### config.mk
export PLATFORM = sky130hd
export DESIGN_NAME = chan_top
export DESIGN_NICKNAME = d
export VERILOG_FILES = /design/src/design/chan_pkg.sv /design/src/design/chan_reset_ctrl.sv /design/src/design/fft_cfg_gen.sv /design/src/design/iq_swap_slice.sv /design/src/design/payload_framer.sv /design/src/design/chan_top.sv
export VERILOG_INCLUDE_DIRS = /design/src /design/src/include
export SDC_FILE = /design/constraint.sdc
export NUM_CORES = 1
export LEC_CHECK = 0
export BUFFER_PORTS_ARGS = -buffer_cell sky130_fd_sc_hd__buf_2
export CORE_ASPECT_RATIO = 1.25
export CORE_MARGIN = 5
export CORE_UTILIZATION = 37
export CTS_CLUSTER_DIAMETER = 80
export CTS_CLUSTER_SIZE = 20
export DETAILED_ROUTE_END_ITERATION = 10
export GPL_TIMING_DRIVEN = 0
export PLACE_DENSITY = 0.61
export SYNTH_ARGS = -nofsm -noshare
export SYNTH_HDL_FRONTEND = slang
export SYNTH_HIERARCHICAL = 1
export SYNTH_SLANG_ARGS = --single-unit
### constraint.sdc
create_clock -name clk -period 1.6 [get_ports clk]
set_input_delay 0.16 -clock clk [delete_from_list [all_inputs] [get_ports clk]]
set_output_delay 0.16 -clock clk [all_outputs]
set_load 0.02 [all_outputs]
### src/include/chan_config.svh
// sizes and timing constants of the channelizer control shell
// bin width limits the FFT size to 2048 points
// reset hold counts must fit the width derived from CHAN_RESET_BOOT

`ifndef CHAN_CONFIG_SVH
`define CHAN_CONFIG_SVH

// complex sample, real in the upper half
`define CHAN_SAMPLE_W 32

// run-time setting widths
`define CHAN_SIZE_W 12
`define CHAN_BIN_W 11
`define CHAN_NFFT_W 5
`define CHAN_PAYLOAD_W 16

// internal reset length in clock cycles
`define CHAN_RESET_HOLD 8
`define CHAN_RESET_BOOT 31

// log2 code for size 8, also the fallback for unsupported sizes
`define CHAN_NFFT_MIN 3

`endif

### src/design/chan_pkg.sv
// shared types of the channelizer shell
// widths come from chan_config.svh, so that header must be on the include path

`include "chan_config.svh"

package chan_pkg;

    // one complex sample as a flat word
    typedef logic [`CHAN_SAMPLE_W-1:0] sample_t;

    // run-time settings
    typedef logic [`CHAN_SIZE_W-1:0] fft_size_t;
    typedef logic [`CHAN_PAYLOAD_W-1:0] payload_len_t;

    // bin index within one FFT frame
    typedef logic [`CHAN_BIN_W-1:0] bin_idx_t;

    // log2 size code for the FFT configuration channel
    typedef logic [`CHAN_NFFT_W-1:0] nfft_t;

    // sample split into halves, re occupies the upper bits
    typedef struct packed {
        logic [`CHAN_SAMPLE_W/2-1:0] re;
        logic [`CHAN_SAMPLE_W/2-1:0] im;
    } iq_sample_t;

    // FFT configuration sequencer
    typedef enum logic {
        CFG_IDLE,
        CFG_SEND
    } cfg_state_t;

endpackage

### src/design/chan_reset_ctrl.sv
// holds the run-time settings and stretches the internal reset
// fft_size_i must be non-zero while sync_reset is high, else the size register stays unknown
// a zero fft_size_i is ignored and keeps the previous size
// a setting change raises core_reset_o on the next clock edge

`timescale 1ns/10ps
`include "chan_config.svh"

module chan_reset_ctrl (
    input  logic                   clk,
    input  logic                   sync_reset,
    input  chan_pkg::fft_size_t    fft_size_i,
    input  chan_pkg::payload_len_t payload_len_i,
    output logic                   core_reset_o,
    output chan_pkg::fft_size_t    fft_size_o,
    output chan_pkg::payload_len_t payload_len_o
);

    localparam int CNT_W = $clog2(`CHAN_RESET_BOOT + 1);

    logic [CNT_W-1:0] hold_cnt;
    logic             setting_chg;

    // zero size is not a change
    assign setting_chg = ((fft_size_i != '0) && (fft_size_i != fft_size_o)) ||
                         (payload_len_i != payload_len_o);

    always_ff @(posedge clk or posedge sync_reset) begin
        if (sync_reset) begin
            hold_cnt     <= CNT_W'(`CHAN_RESET_BOOT);
            core_reset_o <= 1'b1;
        end else begin
            if (setting_chg) begin
                hold_cnt <= CNT_W'(`CHAN_RESET_HOLD);
            end else if (hold_cnt != '0) begin
                hold_cnt <= hold_cnt - 1'b1;
            end
            core_reset_o <= setting_chg || (hold_cnt != '0);
        end
    end

    // settings follow the inputs continuously
    always_ff @(posedge clk) begin
        if (fft_size_i != '0) begin
            fft_size_o <= fft_size_i;
        end
        payload_len_o <= payload_len_i;
    end

    // a new setting in the registers always comes with the internal reset
    a_chg_resets : assert property (@(posedge clk) disable iff (sync_reset)
        ($changed(fft_size_o) || $changed(payload_len_o)) |-> core_reset_o);

endmodule

### src/design/fft_cfg_gen.sv
// FFT configuration generator
// waits for the internal reset to fall, then sends one size code to the FFT core
// valid is registered and rises the cycle after ready is seen high
// sizes other than 8 to 2048 in powers of two fall back to code 3

`timescale 1ns/10ps
`include "chan_config.svh"

module fft_cfg_gen (
    input  logic                clk,
    input  logic                core_reset_i,
    input  chan_pkg::fft_size_t fft_size_i,
    input  logic                fft_cfg_ready_i,
    output logic                fft_cfg_valid_o,
    output chan_pkg::nfft_t     fft_cfg_nfft_o
);

    import chan_pkg::*;

    cfg_state_t state;
    logic       rst_d1;
    logic       rst_d2;
    logic       rst_release;
    nfft_t      nfft_dec;

    assign rst_release = rst_d2 && !rst_d1;

    // log2 of a supported power of two
    always_comb begin
        nfft_dec = nfft_t'(`CHAN_NFFT_MIN);
        for (int i = `CHAN_NFFT_MIN; i <= `CHAN_BIN_W; i++) begin
            if (fft_size_i == fft_size_t'(1 << i)) begin
                nfft_dec = nfft_t'(i);
            end
        end
    end

    always_ff @(posedge clk or posedge core_reset_i) begin
        if (core_reset_i) begin
            rst_d1          <= 1'b1;
            rst_d2          <= 1'b1;
            state           <= CFG_IDLE;
            fft_cfg_valid_o <= 1'b0;
            fft_cfg_nfft_o  <= nfft_t'(`CHAN_NFFT_MIN);
        end else begin
            rst_d1          <= core_reset_i;
            rst_d2          <= rst_d1;
            fft_cfg_valid_o <= 1'b0;
            case (state)
                CFG_IDLE: begin
                    if (rst_release) begin
                        state <= CFG_SEND;
                    end
                end
                CFG_SEND: begin
                    fft_cfg_nfft_o <= nfft_dec;
                    if (fft_cfg_ready_i) begin
                        fft_cfg_valid_o <= 1'b1;
                        state           <= CFG_IDLE;
                    end
                end
                default: state <= CFG_IDLE;
            endcase
        end
    end

    a_single_pulse : assert property (@(posedge clk) disable iff (core_reset_i)
        fft_cfg_valid_o |=> !fft_cfg_valid_o);

endmodule

### src/design/iq_swap_slice.sv
// single register slice on the sample stream
// exchanges the real and imaginary halves and tags each beat with its bin index
// bins count modulo fft_size_i; sizes above 2048 wrap at the bin width instead
// input ready stays low until one cycle after core reset falls

`timescale 1ns/10ps
`include "chan_config.svh"

module iq_swap_slice (
    input  logic                 clk,
    input  logic                 core_reset_i,
    input  chan_pkg::fft_size_t  fft_size_i,
    input  logic                 s_valid_i,
    input  chan_pkg::sample_t    s_data_i,
    output logic                 s_ready_o,
    output logic                 m_valid_o,
    output chan_pkg::iq_sample_t m_data_o,
    output chan_pkg::bin_idx_t   m_bin_o,
    input  logic                 m_ready_i
);

    import chan_pkg::*;

    localparam int HALF_W = `CHAN_SAMPLE_W / 2;

    logic      run_q;
    logic      full_q;
    logic      accept;
    bin_idx_t  bin_cnt;
    fft_size_t last_bin;
    logic      bin_wrap;

    assign s_ready_o = run_q && (!full_q || m_ready_i);
    assign accept    = s_valid_i && s_ready_o;
    assign m_valid_o = full_q;
    assign last_bin  = fft_size_i - 1'b1;
    assign bin_wrap  = (fft_size_t'(bin_cnt) == last_bin);

    always_ff @(posedge clk or posedge core_reset_i) begin
        if (core_reset_i) begin
            run_q   <= 1'b0;
            full_q  <= 1'b0;
            bin_cnt <= '0;
        end else begin
            run_q <= 1'b1;
            if (accept) begin
                full_q  <= 1'b1;
                bin_cnt <= bin_wrap ? '0 : bin_cnt + 1'b1;
            end else if (m_ready_i) begin
                full_q <= 1'b0;
            end
        end
    end

    // halves swap on the way in
    always_ff @(posedge clk) begin
        if (accept) begin
            m_data_o.re <= s_data_i[HALF_W-1:0];
            m_data_o.im <= s_data_i[`CHAN_SAMPLE_W-1:HALF_W];
            m_bin_o     <= bin_cnt;
        end
    end

    a_stall_stable : assert property (@(posedge clk) disable iff (core_reset_i)
        (m_valid_o && !m_ready_i) |=> (m_valid_o && $stable(m_data_o) && $stable(m_bin_o)));

endmodule

### src/design/payload_framer.sv
// marks the last sample of each payload on the output stream
// no added latency, ready passes straight back to the slice
// payload_len_i must be non-zero once core reset has fallen

`timescale 1ns/10ps

module payload_framer (
    input  logic                   clk,
    input  logic                   core_reset_i,
    input  chan_pkg::payload_len_t payload_len_i,
    input  logic                   s_valid_i,
    input  chan_pkg::iq_sample_t   s_data_i,
    input  chan_pkg::bin_idx_t     s_bin_i,
    output logic                   s_ready_o,
    output logic                   m_valid_o,
    output chan_pkg::sample_t      m_data_o,
    output chan_pkg::bin_idx_t     m_bin_o,
    output logic                   m_last_o,
    input  logic                   m_ready_i
);

    import chan_pkg::*;

    payload_len_t len_m1_q;
    payload_len_t beat_cnt;
    logic         at_last;
    logic         xfer;

    assign s_ready_o = m_ready_i;
    assign m_valid_o = s_valid_i;
    assign m_data_o  = s_data_i;
    assign m_bin_o   = s_bin_i;
    assign xfer      = s_valid_i && m_ready_i;
    assign at_last   = (beat_cnt == len_m1_q);
    assign m_last_o  = s_valid_i && at_last;

    // terminal count, settles well inside the reset hold
    always_ff @(posedge clk) begin
        len_m1_q <= payload_len_i - 1'b1;
    end

    always_ff @(posedge clk or posedge core_reset_i) begin
        if (core_reset_i) begin
            beat_cnt <= '0;
        end else if (xfer) begin
            beat_cnt <= at_last ? '0 : beat_cnt + 1'b1;
        end
    end

    a_len_nonzero : assert property (@(posedge clk) disable iff (core_reset_i)
        payload_len_i != '0);

endmodule

### src/design/chan_top.sv
// control and framing shell of the M/2 polyphase channelizer
// the FFT core sits outside; its configuration channel appears as ports only
// stream input and output follow AXI-stream valid/ready rules
// sample format is real in the upper half, imaginary in the lower half
// any change of fft_size_i or payload_len_i re-arms the whole pipeline

`timescale 1ns/10ps

module chan_top (
    input  logic                   clk,
    input  logic                   sync_reset,

    input  logic                   s_valid_i,
    input  chan_pkg::sample_t      s_data_i,
    output logic                   s_ready_o,

    input  chan_pkg::fft_size_t    fft_size_i,
    input  chan_pkg::payload_len_t payload_len_i,

    input  logic                   fft_cfg_ready_i,
    output logic                   fft_cfg_valid_o,
    output chan_pkg::nfft_t        fft_cfg_nfft_o,

    output logic                   core_reset_o,

    output logic                   m_valid_o,
    output chan_pkg::sample_t      m_data_o,
    output chan_pkg::bin_idx_t     m_bin_o,
    output logic                   m_last_o,
    input  logic                   m_ready_i
);

    import chan_pkg::*;

    logic         core_reset;
    fft_size_t    fft_size_q;
    payload_len_t payload_len_q;

    // slice to framer
    logic         slice_valid;
    iq_sample_t   slice_data;
    bin_idx_t     slice_bin;
    logic         slice_ready;

    assign core_reset_o = core_reset;

    chan_reset_ctrl u_reset_ctrl (
        .clk           (clk),
        .sync_reset    (sync_reset),
        .fft_size_i    (fft_size_i),
        .payload_len_i (payload_len_i),
        .core_reset_o  (core_reset),
        .fft_size_o    (fft_size_q),
        .payload_len_o (payload_len_q)
    );

    fft_cfg_gen u_cfg_gen (
        .clk             (clk),
        .core_reset_i    (core_reset),
        .fft_size_i      (fft_size_q),
        .fft_cfg_ready_i (fft_cfg_ready_i),
        .fft_cfg_valid_o (fft_cfg_valid_o),
        .fft_cfg_nfft_o  (fft_cfg_nfft_o)
    );

    iq_swap_slice u_slice (
        .clk          (clk),
        .core_reset_i (core_reset),
        .fft_size_i   (fft_size_q),
        .s_valid_i    (s_valid_i),
        .s_data_i     (s_data_i),
        .s_ready_o    (s_ready_o),
        .m_valid_o    (slice_valid),
        .m_data_o     (slice_data),
        .m_bin_o      (slice_bin),
        .m_ready_i    (slice_ready)
    );

    payload_framer u_framer (
        .clk           (clk),
        .core_reset_i  (core_reset),
        .payload_len_i (payload_len_q),
        .s_valid_i     (slice_valid),
        .s_data_i      (slice_data),
        .s_bin_i       (slice_bin),
        .s_ready_o     (slice_ready),
        .m_valid_o     (m_valid_o),
        .m_data_o      (m_data_o),
        .m_bin_o       (m_bin_o),
        .m_last_o      (m_last_o),
        .m_ready_i     (m_ready_i)
    );

endmodule

# [Yosys cells after proc, flatten, opt, wreduce, memory -nomap -nowiden]
# Index checks and enable logic that the tools add are counted.
[word_totals] ff_bits=131 in_bits=65 out_inout_bits=53 elab_cells=69
[classes] add_sub_neg=5 n_eq_ne=12 muxes=19 bitwise_logic=1 reduce_logical=15
[ops] cell="$add 16x1->16 const B" n=1
[ops] cell="$eq 16x16->1" n=1
[ops] cell="$mux 16" n=1
[ops] cell="$mux 4" n=4
[ops] cell="$ne 16x16->1" n=1
[ops] cell="$sub 16x1->16 const B" n=1
[ops] cell="$eq 11x12->1" n=1
[ops] cell="$eq 12x10->1 const B" n=1
[ops] cell="$eq 12x11->1 const B" n=1
[ops] cell="$eq 12x12->1 const B" n=1
[ops] cell="$eq 12x5->1 const B" n=1
[ops] cell="$eq 12x6->1 const B" n=1
[ops] cell="$eq 12x7->1 const B" n=1
[ops] cell="$eq 12x8->1 const B" n=1
[ops] cell="$eq 12x9->1 const B" n=1
[ops] cell="$mux 3" n=4
[ops] cell="$ne 12x12->1" n=1
[ops] cell="$reduce_bool 12->1" n=1
[ops] cell="$sub 12x1->12 const B" n=1
[ops] cell="$add 11x1->11 const B" n=1
[ops] cell="$mux 11" n=1
[ops] cell="$mux 5" n=2
[ops] cell="$logic_and 1x1->1" n=6
[ops] cell="$mux 1" n=6
[ops] cell="other kinds (7)" n=11

# [Logic depth before layout (Yosys ltp)]
# Gate-level depths: netlist of the first run.
[logic_depth] word_depth=9 ltp_mapped=8

# [Cells and area by module]
# The synthesis of the first run kept the hierarchy.
[modules_own_cells] mod="iq_swap_slice" instances=1 cells_each=164 area_each_um2=2327.2 seq_area_each_um2=1616.6
[modules_own_cells] mod="payload_framer" instances=1 cells_each=211 area_each_um2=1954.4 seq_area_each_um2=720.7
[modules_own_cells] mod="chan_reset_ctrl" instances=1 cells_each=95 area_each_um2=1298.7 seq_area_each_um2=838.3
[modules_own_cells] mod="fft_cfg_gen" instances=1 cells_each=55 area_each_um2=541.8 seq_area_each_um2=205.2

# [Least setup slack after synthesis of the first run]
# No wires, ideal clock.
[synth_path] kind="register -> register" from="register u_reset_ctrl.fft_size_o[0]" to="register u_slice.bin_cnt[1]" setup_ns=0.143 t_arrival_ns=2.522 required_time_ns=1.457 path_slack_ns=-1.065 path_stages_with_launch=9 n_path_buf=0 period_less_slack_ns=2.665 path_cell_list="edfxtp_1 inv_1 ha_1 nor3b_1 nor4b_1 a22oi_1 a221o_1 nor4_4 nor3_1"
[synth_via] elab_chain_len=3
[synth_lines] element="from (decl)" line="chan_reset_ctrl.sv:15" text="output chan_pkg::fft_size_t fft_size_o,"
[synth_lines] element="from (signal assigned)" line="chan_reset_ctrl.sv:45" text="fft_size_o <= fft_size_i;"
[synth_lines] element="$sub 12x1->12" line="iq_swap_slice.sv:36" text="assign last_bin = fft_size_i - 1'b1;"
[synth_lines] element="$eq 11x12->1" line="iq_swap_slice.sv:37" text="assign bin_wrap = (fft_size_t'(bin_cnt) == last_bin);"
[synth_lines] element="$mux 11" line="iq_swap_slice.sv:48" text="bin_cnt <= bin_wrap ? '0 : bin_cnt + 1'b1;"
[synth_lines] element="to (signal assigned)" line="iq_swap_slice.sv:48"
[synth_lines] element="to (decl)" line="iq_swap_slice.sv:29" text="bin_idx_t bin_cnt;"
# No other way between the ends.
# A chain may end at the register's enable or synchronous reset.

# [Worst setup path in the final report of the first run]
[layout_path] from="register u_reset_ctrl.fft_size_o[1]" to="register u_slice.bin_cnt[7]"
# Same word-level chain as after synthesis.

==> impl_metrics.ini, run 1 <==
[die]
io_pins = 118
die_h_um = 154
rows = 52
initial_core_util = 0.378
fp.dieW_um = 125
die_area_um2 = 19200
core-area_um2 = 16200

[job]
cap_violations = 0

[clock_tree]
clk_latency_ns = 0.41
cts_tree = built
h-tree-depth = 4
cts_root_buffer = clkbuf_16
clk_pin_slew_ns = 0.06
cts_sinks = 130
clock_path_buffers = 2
cts_made_buffers = 17

[critical_path]
cp-start-kind = register
r2r-start = u_reset_ctrl/fft_size_o[1]
cp_max_fo = 6
required_ns = 1.89
crit_arrival_ns = 2.73
cp-startpoint = u_reset_ctrl/fft_size_o[1]
critPathKind = register to register
end_kind = register
r2r_slack_ns = -0.84

[global_routing]
grt_overflow = 0
grt_max_degree = 27
grt_pass1_vias = 4876
grt_first_pass_wirelength_mm = 24.0
grt_util_all_layers = 0.154
antenna_found_initial = 1

[yosys]
yosysWarnings = 6
ys_ff_latch = 130
syn_area_um2 = 6120
synth-adder-area-share = 0.0102
synth_common_cells = edfxtp_1 (55), xnor2_1 (54), buf_4 (47)
synth_top_family_by_area = simple AND/OR/NAND/NOR gates
async_flop_share = 0.331
ys.flop_type = edfxtp_1
synth_xor_area_frac = 0.132
synth_compound_area_frac = 0.0580
syn_nets = 595
synth_cell_types = 64
yosys.area_share.simple = 0.159
muxShareOfSynthArea = 0.00858
synth.area.top_cells = edfxtp_1 (27%), dfrtp_1 (13%), dfxtp_1 (10%), xnor2_1 (7.7%), buf_4 (5.8%)
yosysSeqAreaShare = 0.552
synth_edf_count = 55
synth_cells = 525
netlist.top_cell.by_area = edfxtp_1
syn_area_per_cell_um2 = 11.7
synth_top_area_share = 0.270
synth_most_common_cell = edfxtp_1

[sta]
hold_violations = 0
clock_skew_ns = 0.0110
maxSlewHeadroom = 0.576
slew_viol_final = 0
holdWs_ns = 0.138
fmax_ghz = 0.410
setup_violations = 37
fin_crit_ns = 2.44
finalSetupTns_ns = -11.77
rsz0062_at_grt = true
worst_slack_ns = -0.836
tightest_slew_ns = 0.635
min_period_over_period = 1.52

[placement]
place.gp.congestion = 0.847
pre_cts_slack_ns = -1.11
dp_hpwl_mm = 9.65
port_buffers = 116

[power]
peakVddDrop_mv = 0.523
power.total_mw = 8.94
power_density_nw_per_um2 = 984
power.leakage_nw = 3.78

[routing]
dr.pass1.iters = 6
vias = 4752
viasPerCell = 4.72
post_drt_wl_per_cell_um = 15.0
drc = 0
ant_nets = 0
drt_iter0_markers = 149
wirelength_mm = 15.1

[min_path]
min_from = m_ready_i
hold_class = primary input to register

[layout]
syn2layout_area_growth_pct = 48.5
drive_above_1_share = 0.449
diodes = 0
fill_cells = 1332
num-nets-final = 848

[outcome]
outcome = finished with violations
violations = setup timing
[repair_timing]
action | 4_1_cts | 5_1_grt
endpoints found under the hold margin | 68 | 0
gates cloned | 2 | 1
hold buffers | 62 | 0
pin swaps | 32 | 26
setup endpoints to repair | 82 | 86
resized for setup | 54 | 47
buffers inserted | 32 | 27
[power breakdown]
group	total [mW]	internal [mW]	leakage, nW	switching (mW)
Sequential	3.92	3.71	1.33	0.208
Combinational	1.24	0.655	2.16	0.581
Clock	3.79	2.31	0.282	1.48
[registers in the layout, summed over array words and instances, names as in the netlist]
name / count
u_reset_ctrl/hold_cnt: 5
u_cfg_gen/rst_d2: 1
u_slice/m_data_o: 32
u_framer/beat_cnt: 16
u_slice/run_q: 1
u_slice/m_valid_o: 1
u_reset_ctrl/core_reset_o: 1
u_slice/m_bin_o: 11
u_reset_ctrl/fft_size_o: 12
u_cfg_gen/fft_cfg_nfft_o: 4
u_cfg_gen/rst_d1: 1
u_cfg_gen/state: 1
u_cfg_gen/fft_cfg_valid_o: 1
u_slice/bin_cnt: 11
u_reset_ctrl/payload_len_o: 16
u_framer/len_m1_q: 16
[layout make-up]
| cell class | instances | area, µm² | area share |
|---|---|---|---|
| clock buffers | 17 | 425 | 0.0468 |
| clock inverters | 15 | 156 | 0.0172 |
| repair buffers | 235 | 1690 | 0.186 |
| well taps | 216 | 270 | 0.0297 |
| repair inverters | 1 | 8.76 | 0.000963 |
| multi-input cells | 318 | 2640 | 0.291 |
| inverters | 19 | 97.6 | 0.0107 |
| flip-flops and latches | 130 | 3390 | 0.373 |
| plain buffers | 56 | 405 | 0.0446 |
[cell families after synthesis]
group | count (synthesis)
buf+inv | 77
simple gates | 162
xor+xnor | 92
mux | 5
fa+ha+maj | 5
other cells | 2
flops | 130
compound gates | 52
[cell usage in the layout, fill, tap and decap left out, types with 17 or more instances in the layout]
cell type      synthesis  layout
edfxtp_1              55      55
dfxtp_1               32      30
clkbuf_16              0      17
xnor2_1               54      47
dlygate4sd3_1          0      62
dfrtp_1               33      24
buf_4                 47      90
buf_2                  3     117
nor2_1                27      25
xor2_1                38      38
[worst max-delay path, stage by stage (launching register included)]
cell and delay, ns:
edfxtp_1 0.44, or4_4 0.60, buf_6 0.15, xor2_1 0.18, a22oi_1 0.12, a221o_1 0.39, nor4_4 0.19, buf_4 0.19
nor2_1 0.05
[path summary, 6_finish.rpt]
kind	to	depth (start not counted)
worst max-delay path	u_slice/bin_cnt[7]	8
worst min-delay path	u_framer/beat_cnt[0]	4
worst max register to register	u_slice/bin_cnt[7]	8
worst min register to register	u_cfg_gen/state	1
max in group asynchronous	u_framer/beat_cnt[6]	1
min in group asynchronous	u_cfg_gen/state	1
[per-layer routing]
layer	wire length (µm)	track usage	part of all wire	vias to the layer above
li1	-	-	-	2344
met1	6600	0.191	0.44	2269
met2	7690	0.260	0.51	125
met3	581	0.0364	0.039	14
met4	205	0.0584	0.014	0
met5	0	0	0	-
[stage by stage]
step	std cells	area, µm²	utilization
floorplan	525	6180	-
global placement	857	7030	0.434
detailed placement	857	7030	0.434
CTS	982	8690	0.537
global route	1007	9090	0.561
finish	1007	9090	0.561
Power figures use the tool's default switching activity.
==> run 2: changes to the inputs <==
- CORE_UTILIZATION: 37 -> 45
- PLACE_DENSITY: 0.61 -> 0.71
==> run 2 against run 1 <==
Against the previous run:
- the run still ends with setup timing left
- setup slack lost 0.055 ns
- total power up 2.7%
- via count increased by 4.8%
- clock-buffer cell count is the same
- clock skew shrank 0.0021 ns
- global-route usage rose by 3.7 points
- final area is 0.12% higher
- sequential cell count unchanged
- die area shrank 17%
- cell count down 4.6%
- clock power increased by 4%
==> impl_metrics.ini, run 2 (same netlist as run 1, synthesis figures left out) <==
[power]
internal-power_mw = 6.86
combPwrFrac = 0.143
clockPowerShare = 0.428
peakVddDrop_mv = 0.575
p_sw_frac = 0.253
power.leakage_nw = 3.82
p_switching_mw = 2.32
power.total_mw = 9.18
p_seq_frac = 0.428
power_density_nw_per_um2 = 1010

[routing]
wirelength_mm = 16.0
drt_iter0_markers = 255
dr.pass1.iters = 5
wl_met3_um = 968
wl_met2_mm = 8.29
vias = 4981
drc = 0
ant_nets = 0
post_drt_wl_per_cell_um = 16.7
top_layer = met4
viasPerCell = 5.18
routedLengthMet1_mm = 6.45

[sta]
slew_viol_final = 0
tightest_slew_ns = 0.656
maxSlewHeadroom = 0.562
rsz0062_at_grt = true
clock_skew_ns = 0.00886
min_period_over_period = 1.56
worst_slack_ns = -0.891
setup_violations = 38
fmax_ghz = 0.401
hold_violations = 0
fin_crit_ns = 2.49

[outcome]
violations = setup timing
outcome = finished with violations

[layout]
layout_common_cells = buf_2 (116), buf_4 (91), dlygate4sd3_1 (62)
regMostFlops = u_slice/m_data_o
multi_input_comb_area_um2 = 2700
largest_reg_flops = 32
syn2layout_area_growth_pct = 48.7
ff_latch_area_um2 = 3390
fin_util = 0.685
diodes = 0
drive_above_1_share = 0.452
layout_commonest_cell = buf_2
num-nets-final = 847
fill_cells = 932

[die]
io_pins = 118
die_h_um = 140
die_area_um2 = 16100
rows = 47
initial_core_util = 0.461
fp.dieW_um = 114
core-area_um2 = 13300

[placement]
place.gp.congestion = 0.833
dp_hpwl_mm = 9.59
port_buffers = 116

[global_routing]
grt_first_pass_wirelength_mm = 24.5
antenna_found_initial = 0
grt_overflow = 0
grt_pass1_vias = 5074
grt_util_all_layers = 0.190
grt_max_degree = 27

[critical_path]
path_depth = 7
r2r_slack_ns = -0.89
end_kind = register
critPathKind = register to register
crit_path_max_incr_delay_ns = 0.63
cp-startpoint = u_reset_ctrl/fft_size_o[1]
cp_max_fo = 5
rr_endpoint = u_slice/bin_cnt[10]
cp-start-kind = register
required_ns = 1.89
crit_slowest_cell = or4_4
crit_chain = or4_4, o31a_1, nor4_4, a211oi_4, nor4_4, buf_4, nor2_1
endpoint = u_slice/bin_cnt[10]
path_delay_family = simple AND/OR/NAND/NOR gates
crit_arrival_ns = 2.79
r2r-start = u_reset_ctrl/fft_size_o[1]
critPathBufInv = 1
rr_worst_depth = 7
cp_common_cell = nor4_4

[clock_tree]
cts_root_buffer = clkbuf_16
cts_made_buffers = 17
cts_sinks = 130
clock_path_buffers = 2
cts_tree = built
h-tree-depth = 4
clk_latency_ns = 0.41
clk_pin_slew_ns = 0.06

[min_path]
hold_class = primary input to register
min_from = s_valid_i

[job]
cap_violations = 0
==> run 2: cell types whose count changed in the layout (fill, tap and decap cells not counted), sizes merged <==
cell / previous run / this run
clkinv: 6 / 4
bufinv: 3 / 4
clkbuf: 21 / 22
buf: 225 / 223
clkinvlp: 2 / 3
==> run 2: what timing repair did <==
action                                  4_1_cts  5_1_grt
pin swaps                                    36       35
endpoints found under the setup margin       82       67
resized for setup                            56       46
buffers inserted                             35       21
cloned                                        2        0
endpoints found under the hold margin        68        0
hold buffers                                 62        0
==> run 2: layout make-up <==
class / instances / share of cell area
Buffer: 56 / 0.0455
Timing Repair Buffer: 234 / 0.184
Inverter: 19 / 0.0107
Multi-Input combinational cell: 318 / 0.297
Sequential cell: 130 / 0.372
Clock buffer: 17 / 0.0467
Clock inverter: 15 / 0.0195
Tap cell: 171 / 0.0235
Timing Repair inverter: 1 / 0.000962
==> run 2: per-layer routing <==
metal  up-vias  GRT usage
met5         -          0
met4         0     0.0763
met3        38     0.0457
met2       201      0.326
met1      2406      0.228
li1       2336          -
==> run 2: worst min-delay path by stage <==
stage                                   to  slack [ns]  cells after the start
2_1_floorplan    u_reset_ctrl/core_reset_o        0.16                      1
3_3_place_gp     u_cfg_gen/fft_cfg_valid_o        0.25                      1
3_5_place_dp   u_cfg_gen/fft_cfg_nfft_o[2]        0.25                      1
4_1_cts               u_framer/beat_cnt[1]        0.14                      4
5_1_grt                  u_slice/m_valid_o        0.17                      3
6_report                 u_slice/m_valid_o        0.16                      3
==> run 2: through the flow <==
| stage | instance area [µm²] | TNS, ns | setup slack (ns) | hold slack [ns] | cells |
|---|---|---|---|---|---|
| floorplan | 6180 | -8.34 | -0.774 | 0.159 | 525 |
| global placement | 6970 | -27.49 | -1.05 | 0.245 | 812 |
| detailed placement | 6970 | -30.37 | -1.19 | 0.247 | 812 |
| CTS | 8710 | -9.83 | -0.766 | 0.138 | 941 |
| global route | 9100 | -15.77 | -0.954 | 0.169 | 961 |
| finish | 9100 | -13.56 | -0.891 | 0.162 | 961 |
==> run 2: worst min-delay path, delay by kind of cell <==
| family | cells | cell delay (ns) |
|---|---|---|
| buf+inv | 1 | 0.13 |
| simple gates | 2 | 0.24 |
==> run 2: power groups by stage <==
stage	Sequential [mW]	Combinational [mW]	Clock [mW]
3_3_place_gp	3.99	0.872	0
2_1_floorplan	3.94	0.654	0
3_5_place_dp	4.00	0.905	0
5_1_grt	3.96	1.42	4.18
6_report	3.93	1.32	3.93
4_1_cts	3.93	1.18	3.99
